==> src/log2_pkg.sv <==
/* log2 shared definitions
   float word types, field widths, constants, series coefficients and FSM states */
package log2_pkg;

  typedef logic [31:0]        float_t;
  typedef logic signed [9:0]  exp_t;    // -149 .. +128 fits
  typedef logic [23:0]        sig_t;    // hidden bit included
  typedef logic [22:0]        frac_t;
  typedef logic [3:0]         tab_idx_t;

  localparam int exp_bias = 127;

  localparam float_t fp_one       = 32'h3f80_0000;
  localparam float_t fp_minus_one = 32'hbf80_0000;
  localparam float_t fp_inv_ln2   = 32'h3fb8_aa3b;  // 1/ln 2
  localparam float_t fp_pos_inf   = 32'h7f80_0000;
  localparam float_t fp_neg_inf   = 32'hff80_0000;
  localparam float_t fp_qnan      = 32'h7fc0_0000;

  localparam int max_terms = 10;

  // ln(1+t)/t = sum of (-1)^j/(j+1) * t^j, sign folded in
  localparam float_t taylor_coef [max_terms] = '{
    32'h3f80_0000,  // 1
    32'hbf00_0000,  // -1/2
    32'h3eaa_aaab,  // 1/3
    32'hbe80_0000,  // -1/4
    32'h3e4c_cccd,  // 1/5
    32'hbe2a_aaab,  // -1/6
    32'h3e12_4925,  // 1/7
    32'hbe00_0000,  // -1/8
    32'h3de3_8e39,  // 1/9
    32'hbdcc_cccd   // -1/10
  };

  typedef enum logic [2:0] {
    cls_pos, cls_zero, cls_neg, cls_inf, cls_nan
  } in_class_t;

  typedef enum logic [3:0] {
    idle, reduce, sub_one, horner_mul, horner_add,
    mul_t, add_ln, mul_scale, add_exp, finish
  } seq_state_t;

endpackage

==> src/fp_add.sv <==
/* single-precision adder/subtractor with guard, round and sticky alignment,
   leading-zero renormalization and round to nearest even */
`timescale 1ns/1ps

module fp_add (
  input  log2_pkg::float_t a,
  input  log2_pkg::float_t b,
  input  logic             sub,
  output log2_pkg::float_t y
);
  import log2_pkg::*;

  logic        sgn_b, swap, sgn_l, sgn_s, rnd;
  logic [7:0]  exp_l, exp_s, diff;
  sig_t        sig_l, sig_s, mant;
  logic [4:0]  sh, lead, lsh;
  logic [49:0] wide;
  logic [26:0] small_al;
  logic [27:0] sum;
  logic [24:0] mr;
  exp_t        ez;

  always_comb begin
    sgn_b = b[31] ^ sub;
    swap  = b[30:0] > a[30:0];  // larger magnitude goes first
    if (swap) begin
      sgn_l = sgn_b;
      exp_l = b[30:23];
      sig_l = {|b[30:23], b[22:0]};
      sgn_s = a[31];
      exp_s = a[30:23];
      sig_s = {|a[30:23], a[22:0]};
    end else begin
      sgn_l = a[31];
      exp_l = a[30:23];
      sig_l = {|a[30:23], a[22:0]};
      sgn_s = sgn_b;
      exp_s = b[30:23];
      sig_s = {|b[30:23], b[22:0]};
    end

    diff     = exp_l - exp_s;
    sh       = (diff > 8'd27) ? 5'd27 : diff[4:0];
    wide     = {sig_s, 26'b0} >> sh;
    small_al = {wide[49:24], |wide[23:0]};  // sig, guard, round, sticky

    if (sgn_l != sgn_s)
      sum = {1'b0, sig_l, 3'b000} - {1'b0, small_al};
    else
      sum = {1'b0, sig_l, 3'b000} + {1'b0, small_al};

    ez   = exp_t'({2'b00, exp_l});
    lead = 5'd0;
    for (int i = 0; i < 27; i++) begin
      if (sum[i]) lead = 5'(i);
    end
    lsh = 5'd26 - lead;

    if (sum[27]) begin  // carry out, keep sticky
      sum = {1'b0, sum[27:2], sum[1] | sum[0]};
      ez  = ez + 10'sd1;
    end else begin
      sum = sum << lsh;
      ez  = ez - exp_t'({5'b0, lsh});
    end

    mant = sum[26:3];
    rnd  = sum[2] & ((|sum[1:0]) | mant[0]);
    mr   = {1'b0, mant} + {24'b0, rnd};
    if (mr[24]) begin
      mr = mr >> 1;
      ez = ez + 10'sd1;
    end

    if (sum == 28'b0)
      y = 32'h0;  // exact cancellation
    else if (ez < 10'sd1)
      y = {sgn_l, 31'b0};
    else if (ez > 10'sd254)
      y = {sgn_l, 8'hff, 23'b0};
    else
      y = {sgn_l, ez[7:0], mr[22:0]};
  end

endmodule

==> src/fp_mul.sv <==
/* single-precision multiplier, round to nearest even
   zero operands and underflow give zero, overflow saturates to infinity */
`timescale 1ns/1ps

module fp_mul (
  input  log2_pkg::float_t a,
  input  log2_pkg::float_t b,
  output log2_pkg::float_t y
);
  import log2_pkg::*;

  logic        sgn, zero_in, rnd, stk;
  logic [47:0] prod;
  sig_t        mant;
  logic [24:0] mr;
  exp_t        ez;

  always_comb begin
    sgn     = a[31] ^ b[31];
    zero_in = (a[30:23] == 8'd0) || (b[30:23] == 8'd0);
    prod    = {1'b1, a[22:0]} * {1'b1, b[22:0]};
    ez      = exp_t'({2'b00, a[30:23]}) + exp_t'({2'b00, b[30:23]}) - exp_t'(exp_bias);

    // product lies in [1,4), at most one place to normalize
    if (prod[47]) begin
      mant = prod[47:24];
      rnd  = prod[23];
      stk  = |prod[22:0];
      ez   = ez + 10'sd1;
    end else begin
      mant = prod[46:23];
      rnd  = prod[22];
      stk  = |prod[21:0];
    end

    mr = {1'b0, mant} + {24'b0, rnd & (stk | mant[0])};
    if (mr[24]) begin  // rounding carried out
      mr = mr >> 1;
      ez = ez + 10'sd1;
    end

    if (zero_in || ez < 10'sd1)
      y = {sgn, 31'b0};
    else if (ez > 10'sd254)
      y = {sgn, 8'hff, 23'b0};
    else
      y = {sgn, ez[7:0], mr[22:0]};
  end

endmodule

==> src/fp_unpack.sv <==
/* input unpacker: classifies the operand and normalizes denormals
   to an unbiased exponent and a significand with the hidden bit set */
`timescale 1ns/1ps

module fp_unpack (
  input  log2_pkg::float_t    operand,
  output log2_pkg::in_class_t cls,
  output log2_pkg::exp_t      unb_exp,
  output log2_pkg::sig_t      norm_sig
);
  import log2_pkg::*;

  logic [7:0] bexp;
  frac_t      frac;
  logic [4:0] lz;

  always_comb begin
    bexp = operand[30:23];
    frac = operand[22:0];
    lz   = 5'd0;
    for (int i = 0; i < 23; i++) begin
      if (frac[i]) lz = 5'(23 - i);  // highest set bit wins
    end

    if (bexp == 8'd0) begin
      norm_sig = sig_t'({1'b0, frac} << lz);
      unb_exp  = -10'sd126 - exp_t'({5'b0, lz});
    end else begin
      norm_sig = {1'b1, frac};
      unb_exp  = exp_t'({2'b00, bexp}) - exp_t'(exp_bias);
    end

    if (bexp == 8'hff && frac != '0)          cls = cls_nan;
    else if (bexp == 8'd0 && frac == '0)      cls = cls_zero;
    else if (operand[31])                     cls = cls_neg;   // -inf lands here too
    else if (bexp == 8'hff)                   cls = cls_inf;
    else                                      cls = cls_pos;
  end

endmodule

==> src/int_to_float.sv <==
/* exponent to float, exact for the whole exponent range */
`timescale 1ns/1ps

module int_to_float (
  input  log2_pkg::exp_t   e,
  output log2_pkg::float_t f
);
  import log2_pkg::*;

  logic        neg;
  logic [8:0]  mag;
  logic [3:0]  lead;
  logic [31:0] wide;
  logic [7:0]  bexp;

  always_comb begin
    neg  = e[9];
    mag  = neg ? 9'(-e) : 9'(e);  // at most 149
    lead = 4'd0;
    for (int i = 0; i < 9; i++) begin
      if (mag[i]) lead = 4'(i);
    end
    wide = {23'b0, mag} << (5'd23 - {1'b0, lead});  // leading one to hidden bit
    bexp = 8'(exp_bias) + {4'b0, lead};
    if (mag == 9'd0)
      f = 32'h0;
    else
      f = {neg, bexp, wide[22:0]};
  end

endmodule

==> src/log2_seq.sv <==
/* log2 sequencer: FSM that steps one shared multiplier and adder through
   range reduction, Horner evaluation of ln(1+t) and the base change */
`timescale 1ns/1ps

module log2_seq #(
  parameter int taylor_terms = 9
) (
  input  logic                clk,
  input  logic                arst_n,
  input  log2_pkg::float_t    x,
  input  logic                start,
  output log2_pkg::float_t    operand,
  input  log2_pkg::in_class_t cls,
  input  log2_pkg::exp_t      unb_exp,
  input  log2_pkg::sig_t      norm_sig,
  output log2_pkg::tab_idx_t  tab_idx,
  input  log2_pkg::float_t    recip,
  input  log2_pkg::float_t    ln_val,
  output log2_pkg::float_t    mul_a,
  output log2_pkg::float_t    mul_b,
  input  log2_pkg::float_t    mul_y,
  output log2_pkg::float_t    add_a,
  output log2_pkg::float_t    add_b,
  output logic                add_sub,
  input  log2_pkg::float_t    add_y,
  input  log2_pkg::float_t    exp_f,
  output log2_pkg::exp_t      exp_out,
  output log2_pkg::float_t    result,
  output logic                busy,
  output logic                done
);
  import log2_pkg::*;

  seq_state_t state;
  logic [3:0] cnt;   // index of the next Horner coefficient
  float_t     acc;
  float_t     t_reg;
  float_t     m_val;
  exp_t       exp_reg;

  assign tab_idx = norm_sig[22:19];
  assign m_val   = {1'b0, 8'(exp_bias), norm_sig[22:0]};  // m in [1,2)
  assign exp_out = exp_reg;

  // operand steering for the shared units
  always_comb begin
    mul_a   = acc;
    mul_b   = t_reg;
    add_a   = acc;
    add_b   = taylor_coef[cnt];
    add_sub = 1'b0;
    case (state)
      reduce:    begin
        mul_a = m_val;
        mul_b = recip;
      end
      sub_one:   begin
        add_b   = fp_one;
        add_sub = 1'b1;
      end
      add_ln:    add_b = ln_val;
      mul_scale: mul_b = fp_inv_ln2;
      add_exp:   add_b = exp_f;  // log2 = e + ln(m)/ln 2
      default:   ;
    endcase
  end

  always_ff @(posedge clk or negedge arst_n) begin
    if (!arst_n) begin
      state  <= idle;
      cnt    <= '0;
      busy   <= 1'b0;
      done   <= 1'b0;
      result <= '0;
    end else begin
      done <= 1'b0;
      case (state)
        idle: begin
          if (start) begin
            busy  <= 1'b1;
            state <= reduce;
          end
        end
        reduce:     state <= (cls == cls_pos) ? sub_one : finish;
        sub_one: begin
          cnt   <= 4'(taylor_terms - 2);
          state <= horner_mul;
        end
        horner_mul: state <= horner_add;
        horner_add: begin
          if (cnt == 4'd0) begin
            state <= mul_t;
          end else begin
            cnt   <= cnt - 4'd1;
            state <= horner_mul;
          end
        end
        mul_t:      state <= add_ln;
        add_ln:     state <= mul_scale;
        mul_scale:  state <= add_exp;
        add_exp:    state <= finish;
        finish: begin
          result <= acc;
          done   <= 1'b1;
          busy   <= 1'b0;
          state  <= idle;
        end
        default:    state <= idle;
      endcase
    end
  end

  always_ff @(posedge clk) begin
    case (state)
      idle: begin
        if (start) operand <= x;
      end
      reduce: begin
        exp_reg <= unb_exp;
        case (cls)
          cls_pos:  acc <= mul_y;  // r = m / (1+k/16)
          cls_zero: acc <= fp_neg_inf;
          cls_inf:  acc <= fp_pos_inf;
          default:  acc <= fp_qnan;
        endcase
      end
      sub_one: begin
        t_reg <= add_y;
        acc   <= taylor_coef[taylor_terms-1];
      end
      horner_mul, mul_t, mul_scale: acc <= mul_y;
      horner_add, add_ln, add_exp:  acc <= add_y;
      default: ;
    endcase
  end

endmodule

==> src/log2_tables.sv <==
/* range reduction ROM: 1/(1+k/16) and ln(1+k/16), indexed by the top
   four fraction bits */
`timescale 1ns/1ps

module log2_tables (
  input  log2_pkg::tab_idx_t idx,
  output log2_pkg::float_t   recip,
  output log2_pkg::float_t   ln_val
);

  always_comb begin
    case (idx)
      4'd0:  begin recip = 32'h3f80_0000; ln_val = 32'h0000_0000; end  // exact
      4'd1:  begin recip = 32'h3f70_f0f1; ln_val = 32'h3d78_5186; end
      4'd2:  begin recip = 32'h3f63_8e39; ln_val = 32'h3df1_383b; end
      4'd3:  begin recip = 32'h3f57_9436; ln_val = 32'h3e2f_f984; end
      4'd4:  begin recip = 32'h3f4c_cccd; ln_val = 32'h3e64_7fbe; end
      4'd5:  begin recip = 32'h3f43_0c31; ln_val = 32'h3e8b_3ae5; end
      4'd6:  begin recip = 32'h3f3a_2e8c; ln_val = 32'h3ea3_0c5e; end
      4'd7:  begin recip = 32'h3f32_1643; ln_val = 32'h3eb9_cec0; end
      4'd8:  begin recip = 32'h3f2a_aaab; ln_val = 32'h3ecf_991f; end
      4'd9:  begin recip = 32'h3f23_d70a; ln_val = 32'h3ee4_7fbe; end
      4'd10: begin recip = 32'h3f1d_89d9; ln_val = 32'h3ef8_947b; end
      4'd11: begin recip = 32'h3f17_b426; ln_val = 32'h3f05_f397; end
      4'd12: begin recip = 32'h3f12_4925; ln_val = 32'h3f0f_42fb; end
      4'd13: begin recip = 32'h3f0d_3dcb; ln_val = 32'h3f18_3eba; end
      4'd14: begin recip = 32'h3f08_8889; ln_val = 32'h3f20_ec7f; end
      default: begin recip = 32'h3f04_2108; ln_val = 32'h3f29_5169; end
    endcase
  end

endmodule

==> src/log2_top.sv <==
/* log2 unit top level
   sequencer plus shared float datapath blocks */
`timescale 1ns/1ps

module log2_top #(
  parameter int taylor_terms = 9
) (
  input  logic             clk,
  input  logic             arst_n,
  input  log2_pkg::float_t x,
  input  logic             start,
  output log2_pkg::float_t result,
  output logic             busy,
  output logic             done
);
  import log2_pkg::*;

  float_t    operand, recip, ln_val, exp_f;
  float_t    mul_a, mul_b, mul_y;
  float_t    add_a, add_b, add_y;
  logic      add_sub;
  in_class_t cls;
  exp_t      unb_exp, exp_out;
  sig_t      norm_sig;
  tab_idx_t  tab_idx;

  log2_seq #(
    .taylor_terms (taylor_terms)
  ) u_seq (
    .clk      (clk),
    .arst_n   (arst_n),
    .x        (x),
    .start    (start),
    .operand  (operand),
    .cls      (cls),
    .unb_exp  (unb_exp),
    .norm_sig (norm_sig),
    .tab_idx  (tab_idx),
    .recip    (recip),
    .ln_val   (ln_val),
    .mul_a    (mul_a),
    .mul_b    (mul_b),
    .mul_y    (mul_y),
    .add_a    (add_a),
    .add_b    (add_b),
    .add_sub  (add_sub),
    .add_y    (add_y),
    .exp_f    (exp_f),
    .exp_out  (exp_out),
    .result   (result),
    .busy     (busy),
    .done     (done)
  );

  fp_unpack u_unpack (
    .operand  (operand),
    .cls      (cls),
    .unb_exp  (unb_exp),
    .norm_sig (norm_sig)
  );

  log2_tables u_tables (
    .idx    (tab_idx),
    .recip  (recip),
    .ln_val (ln_val)
  );

  fp_mul u_mul (
    .a (mul_a),
    .b (mul_b),
    .y (mul_y)
  );

  fp_add u_add (
    .a   (add_a),
    .b   (add_b),
    .sub (add_sub),
    .y   (add_y)
  );

  int_to_float u_i2f (
    .e (exp_out),
    .f (exp_f)
  );

endmodule

==> config.mk <==
export PLATFORM = sky130hd
export DESIGN_NAME = log2_top
export DESIGN_NICKNAME = d
export VERILOG_FILES = /design/src/log2_pkg.sv /design/src/fp_add.sv /design/src/fp_mul.sv /design/src/fp_unpack.sv /design/src/int_to_float.sv /design/src/log2_seq.sv /design/src/log2_tables.sv /design/src/log2_top.sv
export SDC_FILE = /design/constraint.sdc
export NUM_CORES = 2
export LEC_CHECK = 0
export ABC_AREA = 1
export ABC_CLOCK_PERIOD_IN_PS = 15740
export BUFFER_PORTS_ARGS = -buffer_cell sky130_fd_sc_hd__buf_2
export CELL_PAD_IN_SITES_DETAIL_PLACEMENT = 1
export CELL_PAD_IN_SITES_GLOBAL_PLACEMENT = 1
export CORE_MARGIN = 2
export CORE_UTILIZATION = 44
export CTS_CLUSTER_DIAMETER = 60
export DETAILED_ROUTE_END_ITERATION = 16
export PLACE_DENSITY = 0.87
export SYNTH_ARGS = -nofsm -noshare
export SYNTH_HDL_FRONTEND = slang
export SYNTH_SLANG_ARGS = --single-unit
==> constraint.sdc <==
create_clock -name clk -period 15.74 [get_ports clk]
set_clock_uncertainty 0.05 [all_clocks]
set_input_delay 0.787 -clock clk [delete_from_list [all_inputs] [get_ports clk]]
set_output_delay 0.787 -clock clk [all_outputs]
set_load 0.005 [all_outputs]
==> results of run 1 <==
-- routing by layer --
metal,GRT usage (%),overflow
met3,53.1,2
met5,34.5,0
met4,61.0,31
met2,79.8,24
met1,62.8,1
-- per-stage QoR --
step | util, % | hold WS [ns]
global placement | 49.2 | 0.414
detailed placement | 49.2 | 0.430
floorplan | - | 0.426
CTS | 53.2 | 0.407
-- Yosys cell counts (7+ instances only) --
| cell | count |
|---|---|
| nand3_2 | 20 |
| a22oi_1 | 18 |
| clkbuf_4 | 10 |
| clkinv_1 | 14 |
| xor2_1 | 96 |
| a21oi_2 | 10 |
| o31ai_1 | 19 |
| nor2_2 | 10 |
| nand3_1 | 519 |
| fa_1 | 485 |
| o21bai_1 | 16 |
| nand2_2 | 51 |
| xnor2_1 | 26 |
| o211ai_1 | 18 |
| nor3_1 | 62 |
| inv_1 | 1004 |
| o221ai_1 | 8 |
| a31oi_1 | 21 |
| dfrtp_1 | 42 |
| nor2_1 | 414 |
| nand4_1 | 66 |
| a211oi_1 | 14 |
| ha_1 | 298 |
| clkbuf_1 | 133 |
| nor4_1 | 29 |
| o21ai_1 | 24 |
| inv_2 | 28 |
| edfxtp_1 | 105 |
| or2_2 | 29 |
| buf_2 | 11 |
| a21oi_1 | 205 |
| nand3b_1 | 17 |
| nand2_1 | 1469 |
| nor2_4 | 7 |
| buf_6 | 23 |
| o21ai_0 | 243 |
| nand2_4 | 7 |
| buf_4 | 29 |
| buf_1 | 12 |
-- repair_timing --
action / in CTS
endpoints found under the setup margin: 62
pin swaps: 152
resized for setup: 394
endpoints found under the hold margin: 0
gates cloned: 5
setup buffers: 197
-- cells by family after synthesis --
group | after synthesis
simple gates | 2722
buf+inv | 1276
fa+ha+maj | 783
compound gates | 646
flops | 147
xor+xnor | 127
mux | 1
==> flow_summary.json, run 1 <==
{
  "status": "did not finish",
  "stop_stage": "global routing (5_1_grt)",
  "stop_error": "[ERROR GRT-0116] Global routing finished with congestion. Check the congestion regions in the DRC Viewer.",
  "hpwl_um": 142000,
  "place_congestion": 1.03,
  "netlist.area_leader.share_pct": 24.6,
  "synthSimpleGateAreaFrac_pct": 29.9,
  "numPortBuffers": 68,
  "htree_levels": 4,
  "grt_pass1_vias": 58200,
  "placed_area_um2": 43600,
  "chipWidth_um": 304,
  "ys_types": 79,
  "syn_nets": 6520,
  "post-place-ws_ns": -1.54,
  "synth-seq-cells": 147,
  "synth_compound_area_share_pct": 9.37,
  "die_h_um": 304,
  "synth_top_flop_cell": "edfxtp_1",
  "synth_top_family_by_area": "adder cells",
  "rows": 109,
  "syn_inst": 5702,
  "synth.area.mux_share_pct": 0.0253,
  "synthAdderAreaFrac_pct": 34.0,
  "yosysTopAreaCell": "fa_1",
  "cts_max_path_buffers": 2,
  "cts_root_buf": "clkbuf_16",
  "hold_buffers": 0,
  "synth.avg_cell_area_um2": 6.94,
  "placedCellCount": 7155,
  "ioPinCount": 69,
  "grt_pass1_wl_um": 426000,
  "ys_warn_count": 0,
  "clock_sinks": 147,
  "start_util_pct": 44.5,
  "syn_area_um2": 39500,
  "yosysSeqAreaShare_pct": 10.6,
  "grt_max_degree": 67,
  "synth_xor_area_share_pct": 2.91,
  "synthArstFlopShare_pct": 28.6,
  "synth_area_leaders": "fa_1 25%, nand2_1 14%, inv_1 9.5%, ha_1 9.4%, edfxtp_1 8.0%",
  "overflow": 58,
  "globalRouteTotalUtil_pct": 64.4,
  "synth_edf_count": 105,
  "cts_inserted_buffers": 17
}
==> run 2: changes to the inputs <==
--- a/config.mk
+++ b/config.mk
@@ -6,15 +6,12 @@
 export NUM_CORES = 2
 export LEC_CHECK = 0
 export ABC_AREA = 1
-export ABC_CLOCK_PERIOD_IN_PS = 15740
+export ABC_CLOCK_PERIOD_IN_PS = 20500
 export BUFFER_PORTS_ARGS = -buffer_cell sky130_fd_sc_hd__buf_2
-export CELL_PAD_IN_SITES_DETAIL_PLACEMENT = 1
-export CELL_PAD_IN_SITES_GLOBAL_PLACEMENT = 1
 export CORE_MARGIN = 2
-export CORE_UTILIZATION = 44
-export CTS_CLUSTER_DIAMETER = 60
+export CORE_UTILIZATION = 30
 export DETAILED_ROUTE_END_ITERATION = 16
-export PLACE_DENSITY = 0.87
+export PLACE_DENSITY_LB_ADDON = 0.15
 export SYNTH_ARGS = -nofsm -noshare
 export SYNTH_HDL_FRONTEND = slang
 export SYNTH_SLANG_ARGS = --single-unit
==> constraint.sdc (replaced) <==
create_clock -name clk -period 20.5 [get_ports clk]
set_clock_uncertainty 0.05 [all_clocks]
set_input_delay 1.025 -clock clk [delete_from_list [all_inputs] [get_ports clk]]
set_output_delay 1.025 -clock clk [all_outputs]
set_load 0.005 [all_outputs]
==> run 2 against run 1 <==
  * The run now ends clean
  * Area after synthesis did not move
  * Synthesized cell count unchanged
==> flow_summary.json, run 2 <==
{
  "drv_cap": 0,
  "start_util_pct": 30.2,
  "postCtsSetupBuffers": 0,
  "avgRoutedWirePerCell_um": 20.9,
  "tightest_slew_ns": 1.17,
  "drc_errors": 0,
  "critPathMaxStageDelay_ns": 0.59,
  "cts_inserted_buffers": 17,
  "numPortBuffers": 68,
  "setup_viol": 0,
  "cts_resized": 0,
  "cts_tree": "built",
  "first_iter_violations": 3243,
  "rows": 133,
  "cp.depth": 100,
  "yosysSeqAreaShare_pct": 10.6,
  "crit_type": "reg2reg",
  "die-area_um2": 135000,
  "cp.buffers_inverters": 20,
  "relSlewSlack_pct": 21.0,
  "grt_pass1_wl_um": 236000,
  "syn_area_um2": 39500,
  "die_h_um": 367,
  "r2r_slack_ns": 1.56,
  "syn2layout_area_growth_pct": 7.18,
  "clock_sinks": 147,
  "maxSlewViolCount": 0,
  "cts_max_path_buffers": 2,
  "arrival_ns": 19.08,
  "htree_levels": 4,
  "hpwl_um": 129000,
  "max_freq_ghz": 0.0528,
  "grt_pass1_vias": 37400,
  "postLayoutSetupSlackWorst_ns": 1.56,
  "r2r_cells": 100,
  "crit_family": "simple AND/OR/NAND/NOR gates",
  "clk_pin_slew_ns": 0.07,
  "yosysTopAreaCell": "fa_1",
  "end_kind": "register",
  "reg2reg_from": "u_seq.operand[6]",
  "syn_nets": 6520,
  "synthArstFlopShare_pct": 28.6,
  "hold_viol": 0,
  "overflow": 0,
  "rsz0062_at_grt": "no",
  "layout-drive-gt1-share_pct": 7.42,
  "drtAntennaViolNets": 0,
  "finalSetupTns_ns": 0,
  "globalRouteTotalUtil_pct": 22.9,
  "n_fill_cell": 14600,
  "yosysMostFrequentCell": "nand2_1",
  "grt_max_degree": 69,
  "cpMostUsedCell": "nand2_1",
  "period_minus_slack_ns": 18.94,
  "hold_buffers": 0,
  "cp_max_fo": 32,
  "synth_edf_count": 105,
  "vias_per_cell": 5.03,
  "nets": 6492,
  "drt_wl_total_um": 156000,
  "r2r-end": "u_seq.t_reg[5]",
  "stdcell_area_um2": 42400,
  "placed_area_um2": 41700,
  "synth.avg_cell_area_um2": 6.94,
  "synth_top_flop_cell": "edfxtp_1",
  "place_congestion": 0.965,
  "most-common-layout-cells": "1,466 x nand2_1, 1,000 x inv_1, 519 x nand3_1, 485 x fa_1, 413 x nor2_1",
  "synth_area_leaders": "fa_1 25%, nand2_1 14%, inv_1 9.5%, ha_1 9.4%, edfxtp_1 8.0%",
  "cp-startpoint": "u_seq.operand[6]",
  "seq_area_um2": 4200,
  "post-place-ws_ns": 1.35,
  "synth.top_cells.by_count": "1,469 x nand2_1, 1,004 x inv_1, 519 x nand3_1, 485 x fa_1, 414 x nor2_1",
  "ys_types": 79,
  "antenna_found_initial": 4,
  "hold_path.class": "reg2reg",
  "vias": 37400,
  "cpMaxStageDelayCell": "inv_1",
  "start_kind": "register",
  "core_um2": 131000,
  "ioPinCount": 69,
  "syn_inst": 5702,
  "netlist.area_leader.share_pct": 24.6,
  "synth-seq-cells": 147,
  "ys_warn_count": 0,
  "status": "finished clean",
  "dr.pass1.iters": 6,
  "fin_crit_sh_pct": 92.4,
  "final_common_cell": "nand2_1",
  "chipWidth_um": 367,
  "crit_required_ns": 20.65,
  "clk-insertion-delay-late_ns": 0.48,
  "min_to": "u_seq.result[29]",
  "hp-start": "u_seq.result[29]",
  "cts_root_buf": "clkbuf_16",
  "hold_depth": 2,
  "multi_input_area_um2": 30200
}
-- run 2: layout make-up --
| cell class | instances | share of cell area (%) |
|---|---|---|
| Clock buffer | 17 | 1.00 |
| Timing Repair Buffer | 177 | 2.73 |
| Timing Repair inverter | 3 | 0.0472 |
| Inverter | 1049 | 9.37 |
| Clock inverter | 15 | 0.440 |
| Tap cell | 1755 | 5.18 |
| Sequential cell | 147 | 9.92 |
| Antenna cell | 1 | 0.00590 |
| Multi-Input combinational cell | 4279 | 71.3 |
-- run 2: tightest hold or removal path: stages, from the launching register on --
cell     delay (ns)
dfrtp_1        0.34
nand2_1        0.05
o21ai_0        0.06
-- run 2: metal layers --
metal	up-vias	GRT usage (%)	routed length [µm]	share of wire [%]
met2	1048	39.0	74500	48
li1	17900	-	-	-
met4	2	6.37	4640	3.0
met1	18300	31.2	69700	45
met5	-	0	12	0.0077
met3	172	1.61	7040	4.5
-- run 2: worst max path at each step --
| stage | end |
|---|---|
| floorplan | u_seq.add_a[10] |
| global placement | u_seq.t_reg[20] |
| detailed placement | u_seq.t_reg[20] |
| CTS | u_seq.add_a[3] |
| global route | u_seq.t_reg[20] |
| finish | u_seq.t_reg[5] |
-- run 2: cells by family (layout without fill, tap and decap cells) --
family	count (synthesis)	after routing	synth area share [%]
AO/OA/AOI/OAI	646	646	9.37
AND/OR/NAND/NOR	2722	2722	29.9
buffers and inverters	1276	1261	13.2
multiplexers	1	1	0.0253
flip-flops	147	147	10.6
other	0	1	0
XOR/XNOR	127	127	2.91
adder cells (fa/ha/maj)	783	783	34.0
-- run 2: stage by stage --
step                      util, %  instances  hold WS, ns
after floorplan                 -       5702        0.426
after global placement       31.8       7407        0.415
after detailed placement     31.8       7407        0.420
after CTS                    32.3       7439        0.438
after global routing         32.3       7442        0.461
final                        32.3       7443        0.431
Power of run 2 is left out: the tool's default activity adds up to more than one toggle a clock period on the data nets, which glitch-free logic cannot reach.
